<file path="src/stream_pkg.sv">
`default_nettype none

package stream_pkg;

    // Width of one stream word on both the enqueue and the dequeue side
    localparam int DATA_BITS = 16;
    typedef logic [DATA_BITS-1:0] data_t;

    // Largest value a stream word can carry
    // Scaled results above it are clamped here
    localparam data_t DATA_MAX = '1;

    // Unsigned fixed-point gain, the binary point sits GAIN_FRAC_BITS from the right
    localparam int GAIN_BITS = 8;
    typedef logic [GAIN_BITS-1:0] gain_t;

    // With 4 fractional bits a gain of 16 means 1.0
    localparam int GAIN_FRAC_BITS_DEFAULT = 4;

    // Intermediate wide enough for word times gain plus offset, including the carry of the add
    typedef logic [DATA_BITS+GAIN_BITS:0] wide_t;

    // Saturation counter that sticks at its maximum
    localparam int SAT_COUNT_BITS = 16;
    typedef logic [SAT_COUNT_BITS-1:0] sat_count_t;
    localparam sat_count_t SAT_COUNT_MAX = '1;

endpackage

`default_nettype wire

</file>
<file path="src/cfg_pkg.sv">
`default_nettype none

package cfg_pkg;

    // Four registers, so two address bits are enough
    localparam int CFG_ADDR_BITS = 2;
    typedef logic [CFG_ADDR_BITS-1:0] cfg_addr_t;

    // Register data is as wide as a stream word
    localparam int CFG_WORD_BITS = 16;
    typedef logic [CFG_WORD_BITS-1:0] cfg_word_t;

    // Control register, only the enable bit is implemented
    localparam cfg_addr_t ADDR_CTRL = 2'd0;
    localparam int CTRL_ENABLE_BIT = 0;

    // Gain lives in the low bits of its register
    localparam cfg_addr_t ADDR_GAIN = 2'd1;

    // Offset uses the whole register
    localparam cfg_addr_t ADDR_OFFSET = 2'd2;

    // Reads return the saturation count and any write clears it
    localparam cfg_addr_t ADDR_SAT_COUNT = 2'd3;

endpackage

`default_nettype wire

</file>
<file path="src/fifo2.sv">
`timescale 1ns/100ps
`default_nettype none

module fifo2
  #(
    parameter int N_DATA_BITS = 32
    )
   (
    input  logic clk,
    input  logic reset,

    input  logic [N_DATA_BITS-1:0] enq_data,
    input  logic enq_en,
    output logic not_full,

    output logic [N_DATA_BITS-1:0] first,
    input  logic deq_en,
    output logic not_empty
    );

    // Bit 1 flags the output slot and bit 0 the holding slot
    logic [1:0] valid;
    logic [N_DATA_BITS-1:0] data [0:1];

    // The output slot can take a word when it is empty or drained this cycle
    logic out_slot_open;

    // The holding slot is only ever filled while the output slot is full,
    // so a busy holding slot means both entries are taken
    assign not_full = !valid[0];
    assign not_empty = valid[1];
    assign first = data[1];

    assign out_slot_open = !valid[1] || deq_en;

    always_ff @(posedge clk)
    begin
        if (reset)
        begin
            valid <= 2'b00;
        end
        else if (out_slot_open)
        begin
            // Either the held word moves forward or a new word goes straight out
            // Both cannot happen since a busy holding slot blocks enqueue
            valid[1] <= valid[0] || enq_en;
            valid[0] <= 1'b0;
        end
        else
        begin
            // Output slot is stalled, a new word parks in the holding slot
            valid[0] <= valid[0] || enq_en;
        end
    end

    // Payload storage follows the valid bits and needs no reset
    always_ff @(posedge clk)
    begin
        if (out_slot_open)
        begin
            data[1] <= valid[0] ? data[0] : enq_data;
        end

        // Capture speculatively while the holding slot is free
        if (!valid[0])
        begin
            data[0] <= enq_data;
        end
    end

    // The writer must look at not_full before enqueueing
    enq_full_a: assert property (@(posedge clk) disable iff (reset) enq_en |-> not_full)
        else $error("%m: enqueue to a full FIFO");

    // The reader must look at not_empty before dequeueing
    deq_empty_a: assert property (@(posedge clk) disable iff (reset) deq_en |-> not_empty)
        else $error("%m: dequeue from an empty FIFO");

endmodule

`default_nettype wire

</file>
<file path="src/scale_stage.sv">
`timescale 1ns/100ps
`default_nettype none

module scale_stage
  #(
    parameter int GAIN_FRAC_BITS = stream_pkg::GAIN_FRAC_BITS_DEFAULT
    )
   (
    input  logic clk,
    input  logic reset,

    // Head of the input FIFO
    input  stream_pkg::data_t in_first,
    input  logic in_not_empty,
    output logic in_deq_en,

    // Tail of the output FIFO
    output stream_pkg::data_t out_data,
    output logic out_enq_en,
    input  logic out_not_full,

    // Settings from the register block
    input  logic enable,
    input  stream_pkg::gain_t gain,
    input  stream_pkg::data_t offset,
    input  logic sat_clear,
    output stream_pkg::sat_count_t sat_count
    );

    import stream_pkg::*;

    wide_t product;
    wide_t scaled;
    logic saturated;
    logic transfer;

    // A word moves when one is waiting and there is room behind us
    // Dequeue and enqueue always happen in the same cycle
    assign transfer = in_not_empty && out_not_full;
    assign in_deq_en = transfer;
    assign out_enq_en = transfer;

    // Full-width multiply so no product bits are lost before the shift
    assign product = wide_t'(in_first) * wide_t'(gain);

    // Drop the fractional bits of the gain then add the offset
    assign scaled = (product >> GAIN_FRAC_BITS) + wide_t'(offset);

    // Saturation only has meaning while scaling is switched on
    assign saturated = enable && (scaled > wide_t'(DATA_MAX));

    always_comb
    begin
        if (!enable)
        begin
            // Bypass lets the word through untouched
            out_data = in_first;
        end
        else if (saturated)
        begin
            out_data = DATA_MAX;
        end
        else
        begin
            out_data = data_t'(scaled);
        end
    end

    // Count clamped words that actually left the stage
    always_ff @(posedge clk)
    begin
        if (reset)
        begin
            sat_count <= '0;
        end
        else if (sat_clear)
        begin
            // A clear wins over a count in the same cycle
            sat_count <= '0;
        end
        else if (transfer && saturated && (sat_count != SAT_COUNT_MAX))
        begin
            sat_count <= sat_count + 1'b1;
        end
    end

    // A word waiting at the head of the input FIFO must be fully defined
    head_known_a: assert property (@(posedge clk) disable iff (reset)
        in_not_empty |-> !$isunknown(in_first))
        else $error("%m: undefined word at the head of the input FIFO");

endmodule

`default_nettype wire

</file>
<file path="src/scale_cfg.sv">
`timescale 1ns/100ps
`default_nettype none

module scale_cfg
  #(
    parameter int GAIN_FRAC_BITS = stream_pkg::GAIN_FRAC_BITS_DEFAULT
    )
   (
    input  logic clk,
    input  logic reset,

    // Four-phase host port
    input  logic cfg_req,
    input  logic cfg_we,
    input  cfg_pkg::cfg_addr_t cfg_addr,
    input  cfg_pkg::cfg_word_t cfg_wdata,
    output logic cfg_ack,
    output cfg_pkg::cfg_word_t cfg_rdata,

    // Settings toward the scaling stage
    output logic enable,
    output stream_pkg::gain_t gain,
    output stream_pkg::data_t offset,
    output logic sat_clear,
    input  stream_pkg::sat_count_t sat_count
    );

    import stream_pkg::*;
    import cfg_pkg::*;

    typedef enum logic {IDLE, ACKED} state_t;

    state_t state;
    cfg_word_t read_word;
    logic access;

    // The single access of a request happens on the IDLE to ACKED edge
    assign access = (state == IDLE) && cfg_req;
    assign cfg_ack = (state == ACKED);

    // Bits a register does not implement read back as zero
    always_comb
    begin
        read_word = '0;
        case (cfg_addr)
            ADDR_CTRL:      read_word[CTRL_ENABLE_BIT] = enable;
            ADDR_GAIN:      read_word[GAIN_BITS-1:0] = gain;
            ADDR_OFFSET:    read_word = cfg_word_t'(offset);
            ADDR_SAT_COUNT: read_word = cfg_word_t'(sat_count);
        endcase
    end

    // Ack follows req one edge later in both directions
    always_ff @(posedge clk)
    begin
        if (reset)
        begin
            state <= IDLE;
        end
        else
        begin
            case (state)
                IDLE:  if (cfg_req) state <= ACKED;
                ACKED: if (!cfg_req) state <= IDLE;
            endcase
        end
    end

    always_ff @(posedge clk)
    begin
        if (reset)
        begin
            enable <= 1'b0;
            // Unity gain at start-up
            gain <= gain_t'(1 << GAIN_FRAC_BITS);
            offset <= '0;
            sat_clear <= 1'b0;
        end
        else
        begin
            // Clear pulse lasts exactly one cycle per write
            sat_clear <= access && cfg_we && (cfg_addr == ADDR_SAT_COUNT);

            if (access && cfg_we)
            begin
                case (cfg_addr)
                    ADDR_CTRL:   enable <= cfg_wdata[CTRL_ENABLE_BIT];
                    ADDR_GAIN:   gain <= cfg_wdata[GAIN_BITS-1:0];
                    ADDR_OFFSET: offset <= data_t'(cfg_wdata);
                    default:
                    begin
                        // Count register is handled by the clear pulse
                    end
                endcase
            end
        end
    end

    // Read data is sampled once and held for as long as ack stays high
    always_ff @(posedge clk)
    begin
        if (access && !cfg_we)
        begin
            cfg_rdata <= read_word;
        end
    end

    // While a request is up the host keeps its command and write data steady
    req_stable_a: assert property (@(posedge clk) disable iff (reset)
        cfg_req && $past(cfg_req) |-> $stable({cfg_we, cfg_addr, cfg_wdata}))
        else $error("%m: request fields changed while cfg_req was high");

endmodule

`default_nettype wire

</file>
<file path="src/stream_scaler_top.sv">
`timescale 1ns/100ps
`default_nettype none

module stream_scaler_top
  #(
    parameter int GAIN_FRAC_BITS = stream_pkg::GAIN_FRAC_BITS_DEFAULT
    )
   (
    input  logic clk,
    input  logic reset,

    // Stream in
    input  stream_pkg::data_t in_data,
    input  logic in_enq_en,
    output logic in_not_full,

    // Stream out
    output stream_pkg::data_t out_data,
    input  logic out_deq_en,
    output logic out_not_empty,

    // Configuration port
    input  logic cfg_req,
    input  logic cfg_we,
    input  cfg_pkg::cfg_addr_t cfg_addr,
    input  cfg_pkg::cfg_word_t cfg_wdata,
    output logic cfg_ack,
    output cfg_pkg::cfg_word_t cfg_rdata
    );

    import stream_pkg::*;

    // Input FIFO head toward the scaling stage
    data_t in_first;
    logic in_not_empty;
    logic in_deq_en;

    // Scaling stage toward the output FIFO
    data_t scaled_data;
    logic scaled_enq_en;
    logic scaled_not_full;

    // Register block settings and status
    logic enable;
    gain_t gain;
    data_t offset;
    logic sat_clear;
    sat_count_t sat_count;

    fifo2 #(.N_DATA_BITS(DATA_BITS)) fifo_in_i
       (
        .clk,
        .reset,
        .enq_data(in_data),
        .enq_en(in_enq_en),
        .not_full(in_not_full),
        .first(in_first),
        .deq_en(in_deq_en),
        .not_empty(in_not_empty)
        );

    scale_stage #(.GAIN_FRAC_BITS(GAIN_FRAC_BITS)) scale_i
       (
        .clk,
        .reset,
        .in_first,
        .in_not_empty,
        .in_deq_en,
        .out_data(scaled_data),
        .out_enq_en(scaled_enq_en),
        .out_not_full(scaled_not_full),
        .enable,
        .gain,
        .offset,
        .sat_clear,
        .sat_count
        );

    // Output FIFO decouples the stage from the reader's back-pressure
    fifo2 #(.N_DATA_BITS(DATA_BITS)) fifo_out_i
       (
        .clk,
        .reset,
        .enq_data(scaled_data),
        .enq_en(scaled_enq_en),
        .not_full(scaled_not_full),
        .first(out_data),
        .deq_en(out_deq_en),
        .not_empty(out_not_empty)
        );

    scale_cfg #(.GAIN_FRAC_BITS(GAIN_FRAC_BITS)) cfg_i
       (
        .clk,
        .reset,
        .cfg_req,
        .cfg_we,
        .cfg_addr,
        .cfg_wdata,
        .cfg_ack,
        .cfg_rdata,
        .enable,
        .gain,
        .offset,
        .sat_clear,
        .sat_count
        );

endmodule

`default_nettype wire

</file>
<file path="config.mk">
export PLATFORM = sky130hd
export DESIGN_NAME = stream_scaler_top
export DESIGN_NICKNAME = d
export VERILOG_FILES = /design/src/stream_pkg.sv /design/src/cfg_pkg.sv /design/src/fifo2.sv /design/src/scale_stage.sv /design/src/scale_cfg.sv /design/src/stream_scaler_top.sv
export SDC_FILE = /design/constraint.sdc
export NUM_CORES = 1
export LEC_CHECK = 0
export BUFFER_PORTS_ARGS = -buffer_cell sky130_fd_sc_hd__buf_2
export CAP_MARGIN = 15
export CORE_MARGIN = 2
export CORE_UTILIZATION = 45
export CTS_BUF_LIST = sky130_fd_sc_hd__clkbuf_8
export DETAILED_ROUTE_END_ITERATION = 12
export MAX_ROUTING_LAYER = met4
export PLACE_DENSITY_LB_ADDON = 0.2
export SYNTH_ARGS = -nofsm -noshare
export SYNTH_HDL_FRONTEND = slang
export SYNTH_SLANG_ARGS = --single-unit
</file>
<file path="constraint.sdc">
create_clock -name clk -period 18.6 [get_ports clk]
set_input_delay 1.86 -clock clk [delete_from_list [all_inputs] [get_ports clk]]
set_output_delay 1.86 -clock clk [all_outputs]
set_load 0.005 [all_outputs]
</file>
Yosys cells after proc, flatten, opt, wreduce, memory -nomap -nowiden

Memories as Yosys holds them, arrays and structs flattened.
Cells that the tools add are included.

RAM bits: 64
Bits in registers: 63
Output and inout bits: 35
Input bits: 40
Word-level logic and storage cells: 60
Memories kept: 2

Bitwise logic cells: 1
Reductions and logical operators: 24
Multiplexer cells: 14
$lt $le $gt $ge: 1
Equality and inequality tests: 4
$add $sub $neg: 2
Multipliers: 1

Memories:

| memory          | depth | width | rd ports | clocked after Yosys merged registers in | write ports | RTL line    | RTL |
|---|---|---|---|---|---|---|---|
| fifo_in_i.data  | 2     | 16    | 2        | 0                                       | 2           | fifo2.sv:23 | `logic [N_DATA_BITS-1:0] data [0:1];` |
| fifo_out_i.data | 2     | 16    | 2        | 0                                       | 2           | fifo2.sv:23 |  |

Operators with widths:

| cell                                                 | number |
|---|---|
| two-way mux 16 bit                                   | 4 |
| > comparator 25 x 16 -> 1 bit, second input constant | 1 |
| multiplier 16 x 8 -> 24 bit                          | 1 |
| adder 20 x 16 -> 21 bit                              | 1 |
| one-hot mux 7 bit (3 select lines)                   | 1 |
| adder 16 x 1 -> 16 bit, second input constant        | 1 |
| inequality test 16 bit, second input constant        | 1 |
| one-hot mux 8 bit (2 select lines)                   | 1 |
| logical AND 1 bit                                    | 8 |
| two-way mux 1 bit                                    | 7 |
| AND reduction 2 bit                                  | 3 |
| OR reduction 2 bit                                   | 3 |
| zero test 1 bit                                      | 5 |
| equality test 2 bit, second input constant           | 2 |
| logical OR 1 bit                                     | 4 |
| one-hot mux 1 bit (4 select lines)                   | 1 |
| equality test 2 x 1 -> 1 bit, second input constant  | 1 |
| zero test 2 bit                                      | 1 |
| inverter 1 bit                                       | 1 |

Depth between registers and ports, before layout

An unclocked memory read counts as a cell.

Word-level depth: 8
Gate-level depth with buffers: 29
Mapped depth without buffers: 28

Hierarchy

From an unflattened synthesis, not the netlist that was laid out.

Cells, all modules: 1,042
Area, all modules: 10,402.5 µm²

Modules (own cells, without submodules):

| module      | area each (µm²) | times used | cells an instance | seq. area each (µm²) |
|---|---|---|---|---|
| scale_stage | 5,967.0         | 1          | 733               | 320.3 |
| fifo2       | 1,226.2         | 2          | 73                | 840.8 |
| scale_cfg   | 1,983.2         | 1          | 163               | 1,021.0 |

Least setup slack after synthesis

Ideal clock, no wire load.

Path type: register to register
Start point: reg cfg_i.gain[7]
End point: mem fifo_out_i.data[0][20] in the netlist's numbering (data pin)
Period minus slack after synthesis: 6.606 ns
Path buffers: 2
Stages on the path, launching flop included: 28
Path slack: 11.994 ns
Required time: 18.322 ns
Library setup time: 0.278 ns
Arrival: 6.327 ns
Path through: dfxtp_1 clkbuf_1 and2_1 fa_1 fa_1 fa_1 inv_1 fa_1 inv_1 ha_1 nand2_1 nor2_1 a21oi_1 o21a_1 a21oi_1 a21o_1 a21oi_1 xnor2_1 ha_1 a21o_1 a21oi_1 nor2b_1 a311oi_4 nand3b_2 a2111oi_4 and2_1 buf_4 a31oi_1

RTL lines:

| what                   | RTL line        | RTL |
|---|---|---|
| start, declared        | scale_cfg.sv:22 | `output stream_pkg::gain_t gain,` |
| start signal, assigned | scale_cfg.sv:75 | `gain <= gain_t'(1 << GAIN_FRAC_BITS);` |
| start signal, assigned | scale_cfg.sv:88 | `ADDR_GAIN: gain <= cfg_wdata[GAIN_BITS-1:0];` |
| end, declared          | fifo2.sv:23     |  |

==> flow_metrics.py <==
metrics = {
    "clock_network": {
        "clock_path_buffers": 2,
        "h-tree-depth": 4,
        "cts.sinks": 127,
        "cts_resized": 0,
        "root_buffer": "clkbuf_8",
        "clk_latency_ps": 450,
        "cts_buffers": 17,
        "post-cts-setup-buffer-count": 0,
        "cts_tree": "built",
        "cts_hold_buffers": 0,
        "path_clk_slew_ps": 80,
    },
    "sta": {
        "slew_headroom_pct": 33.0,
        "period_needed_ps": 7650,
        "period_share_pct": 41.1,
        "slew_violations": 0,
        "setup_viol": 0,
        "setup_tns_ps": 0,
        "hold_viol": 0,
        "max_freq_mhz": 131,
        "tightest_slew_ps": 1010,
        "skew_ps": 17.4,
        "rsz0062_at_grt": "no",
    },
    "synth": {
        "ys_seq_area_share_pct": 30.7,
        "synth_edf_count": 48,
        "async_flop_share_pct": 0,
        "synth_area_leader_cell": "fa_1",
        "syn_inst": 1028,
        "ys_warn_count": 0,
        "syn-cell-area_mm2": 0.00984,
        "syn_area_per_cell_um2": 9.57,
        "yosysMostFrequentCell": "inv_1",
        "yosys_register_bits": 127,
        "synth.top_cell.area_share_pct": 17.3,
        "synth_area_leaders": "fa_1, dfxtp_1, edfxtp_1",
        "synth_cell_types": 64,
        "yosys-top-cells-count": "inv_1, and2_1, nand2_1",
        "ys.flop_type": "dfxtp_1",
        "synth_fp_nets": 1212,
    },
    "power": {
        "p_per_area_mw_per_mm2": 63.4,
        "vdd_drop_max_v": 0.0000453,
        "design_power_total_uw": 677,
        "power.leakage_uw": 0.00485,
    },
    "worst_hold_path": {
        "min_path_cells": 1,
        "hp-class": "reg -> reg",
    },
    "grt": {
        "gr-total-overflow": 0,
        "antenna_found_initial": 0,
        "track_usage_pct": 22.0,
        "grt_max_degree": 37,
        "grt_first_pass_wirelength_mm": 39.0,
        "grt_pass1_vias": 7242,
    },
    "worst_setup_path": {
        "end_kind": "flop",
        "critPathMaxStageDelay_ps": 790,
        "path_class": "reg -> reg",
        "cpMaxStageDelayCell": "dfxtp_1",
        "worstSetupStartpointType": "flop",
        "crit_arrival_ps": 7810,
        "r2r_cells": 26,
        "cp.required_ps": 18770,
        "crit_fanout": 36,
    },
    "route": {
        "first_iter_violations": 395,
        "drtPass1Iterations": 5,
        "avgRoutedWirePerCell_um": 17.8,
        "ant_nets": 0,
        "post-route-drc-count": 0,
        "via_per_inst": 5.47,
        "dr_total_vias": 7435,
        "wl_mm": 24.2,
    },
    "status": {
        "outcome": "completed",
    },
    "floorplanning": {
        "initial_core_util_pct": 45.5,
        "die_w_um": 152,
        "dieArea_mm2": 0.0231,
        "die_height_um": 152,
        "rows": 54,
        "io-pin-count": 75,
        "core_area_mm2": 0.0216,
    },
    "layout": {
        "final_cells": 1358,
        "final_nets": 1249,
        "area_delta_synth_final_pct": 8.42,
        "fin_area_mm2": 0.0107,
        "fill_cells": 2058,
        "antenna_cells": 0,
        "drive_gt1_share_pct": 13.3,
    },
    "placed_design": {
        "gp_congestion": 0.901,
        "dp_hpwl_mm": 18.1,
        "dp_cells": 1326,
        "port_buffers": 74,
        "placed_area_mm2": 0.0103,
    },
    "flow_run": {
        "maxCapViolations": 0,
    },
}
## cells in the final DEF (no fill, tap or decap), types with 7 or more instances in the layout
cell type / count
inv_1: 114
and2_1: 96
nand2_1: 91
fa_1: 85
dfxtp_1: 79
buf_2: 74
a21oi_1: 67
ha_1: 59
edfxtp_1: 48
nor2_1: 45
a21o_1: 25
o21ai_0: 23
mux2_2: 22
mux2i_1: 18
or3_1: 17
clkbuf_8: 17
nor2b_1: 15
o21ai_1: 14
xor2_1: 14
nand3_1: 12
and3_1: 12
xnor2_1: 11
nand4_1: 11
nor3_1: 10
a31oi_1: 9
a22o_1: 8
nand2b_1: 7
## logic make-up after synthesis
kind of cell	count (synthesis)	share of synthesized area [%]
multiplexers	41	4.58
AO/OA/AOI/OAI	189	12.7
flip-flops	127	30.7
buffers and inverters	172	7.47
AND/OR/NAND/NOR	330	17.5
XOR/XNOR	25	2.23
adder cells (fa/ha/maj)	144	24.8
## cell type report
type	instances	area, um2	area share, %
Clock inverter	15	149	1.40
Clock buffer	17	234	2.19
Timing Repair Buffer	79	408	3.82
Sequential cell	127	3020	28.3
Tap cell	280	350	3.28
Inverter	111	417	3.91
Multi-Input combinational cell	729	6080	57.1
## flip-flops by register name, indices dropped and copies added, names as in the netlist
| name | cells |
|---|---|
| cfg_i.enable | 1 |
| scale_i.sat_count | 16 |
| cfg_i.offset | 16 |
| fifo_in_i.valid | 2 |
| cfg_i.cfg_rdata | 16 |
| fifo_out_i.valid | 2 |
| fifo_in_i.data | 32 |
| cfg_i.gain | 8 |
| fifo_out_i.data | 32 |
| cfg_i.sat_clear | 1 |
| cfg_i.cfg_ack | 1 |
## power breakdown
| part | switching (uW) | internal [uW] |
|---|---|---|
| Sequential | 12.2 | 301 |
| Combinational | 73.4 | 50.9 |
| Clock | 121 | 119 |
| Total | 207 | 470 |
## worst paths after layout
check                                 from                               end  slack [ps]
max             cfg_i.gain[6]$_SDFFE_PP0P_  fifo_out_i.data[0][24]$_DFFE_PP_       10950
min          fifo_out_i.data[0][3]$_DFF_P_     fifo_out_i.data[0][3]$_DFF_P_         460
max reg2reg     cfg_i.gain[6]$_SDFFE_PP0P_  fifo_out_i.data[0][24]$_DFFE_PP_       10950
min reg2reg  fifo_out_i.data[0][3]$_DFF_P_     fifo_out_i.data[0][3]$_DFF_P_         460
## worst max-delay path, delay by kind of cell, from the launching register on
| kind | cells | cell delay (ps) |
|---|---|---|
| flops | 1 | 790 |
| simple gates | 5 | 1050 |
| fa+ha+maj | 6 | 2680 |
| xor+xnor | 1 | 140 |
| compound gates | 11 | 2220 |
| buf+inv | 3 | 480 |
## metrics by stage
step	hold WS, ps	setup slack [ps]	util [%]
5_1_grt	486	10410	49.3
4_1_cts	460	11000	49.3
2_1_floorplan	419	11990	-
6_report	456	10950	49.3
3_5_place_dp	441	10980	47.6
3_3_place_gp	434	11110	47.6
## per-layer routing
metal  global-route usage [%]  wire length [um]
met1                     29.1             10800
met2                     35.0             11800
met3                     3.79              1240
met4                     6.28               412
met5                        -                 0
No activity file was read; power rests on OpenSTA's default activity.
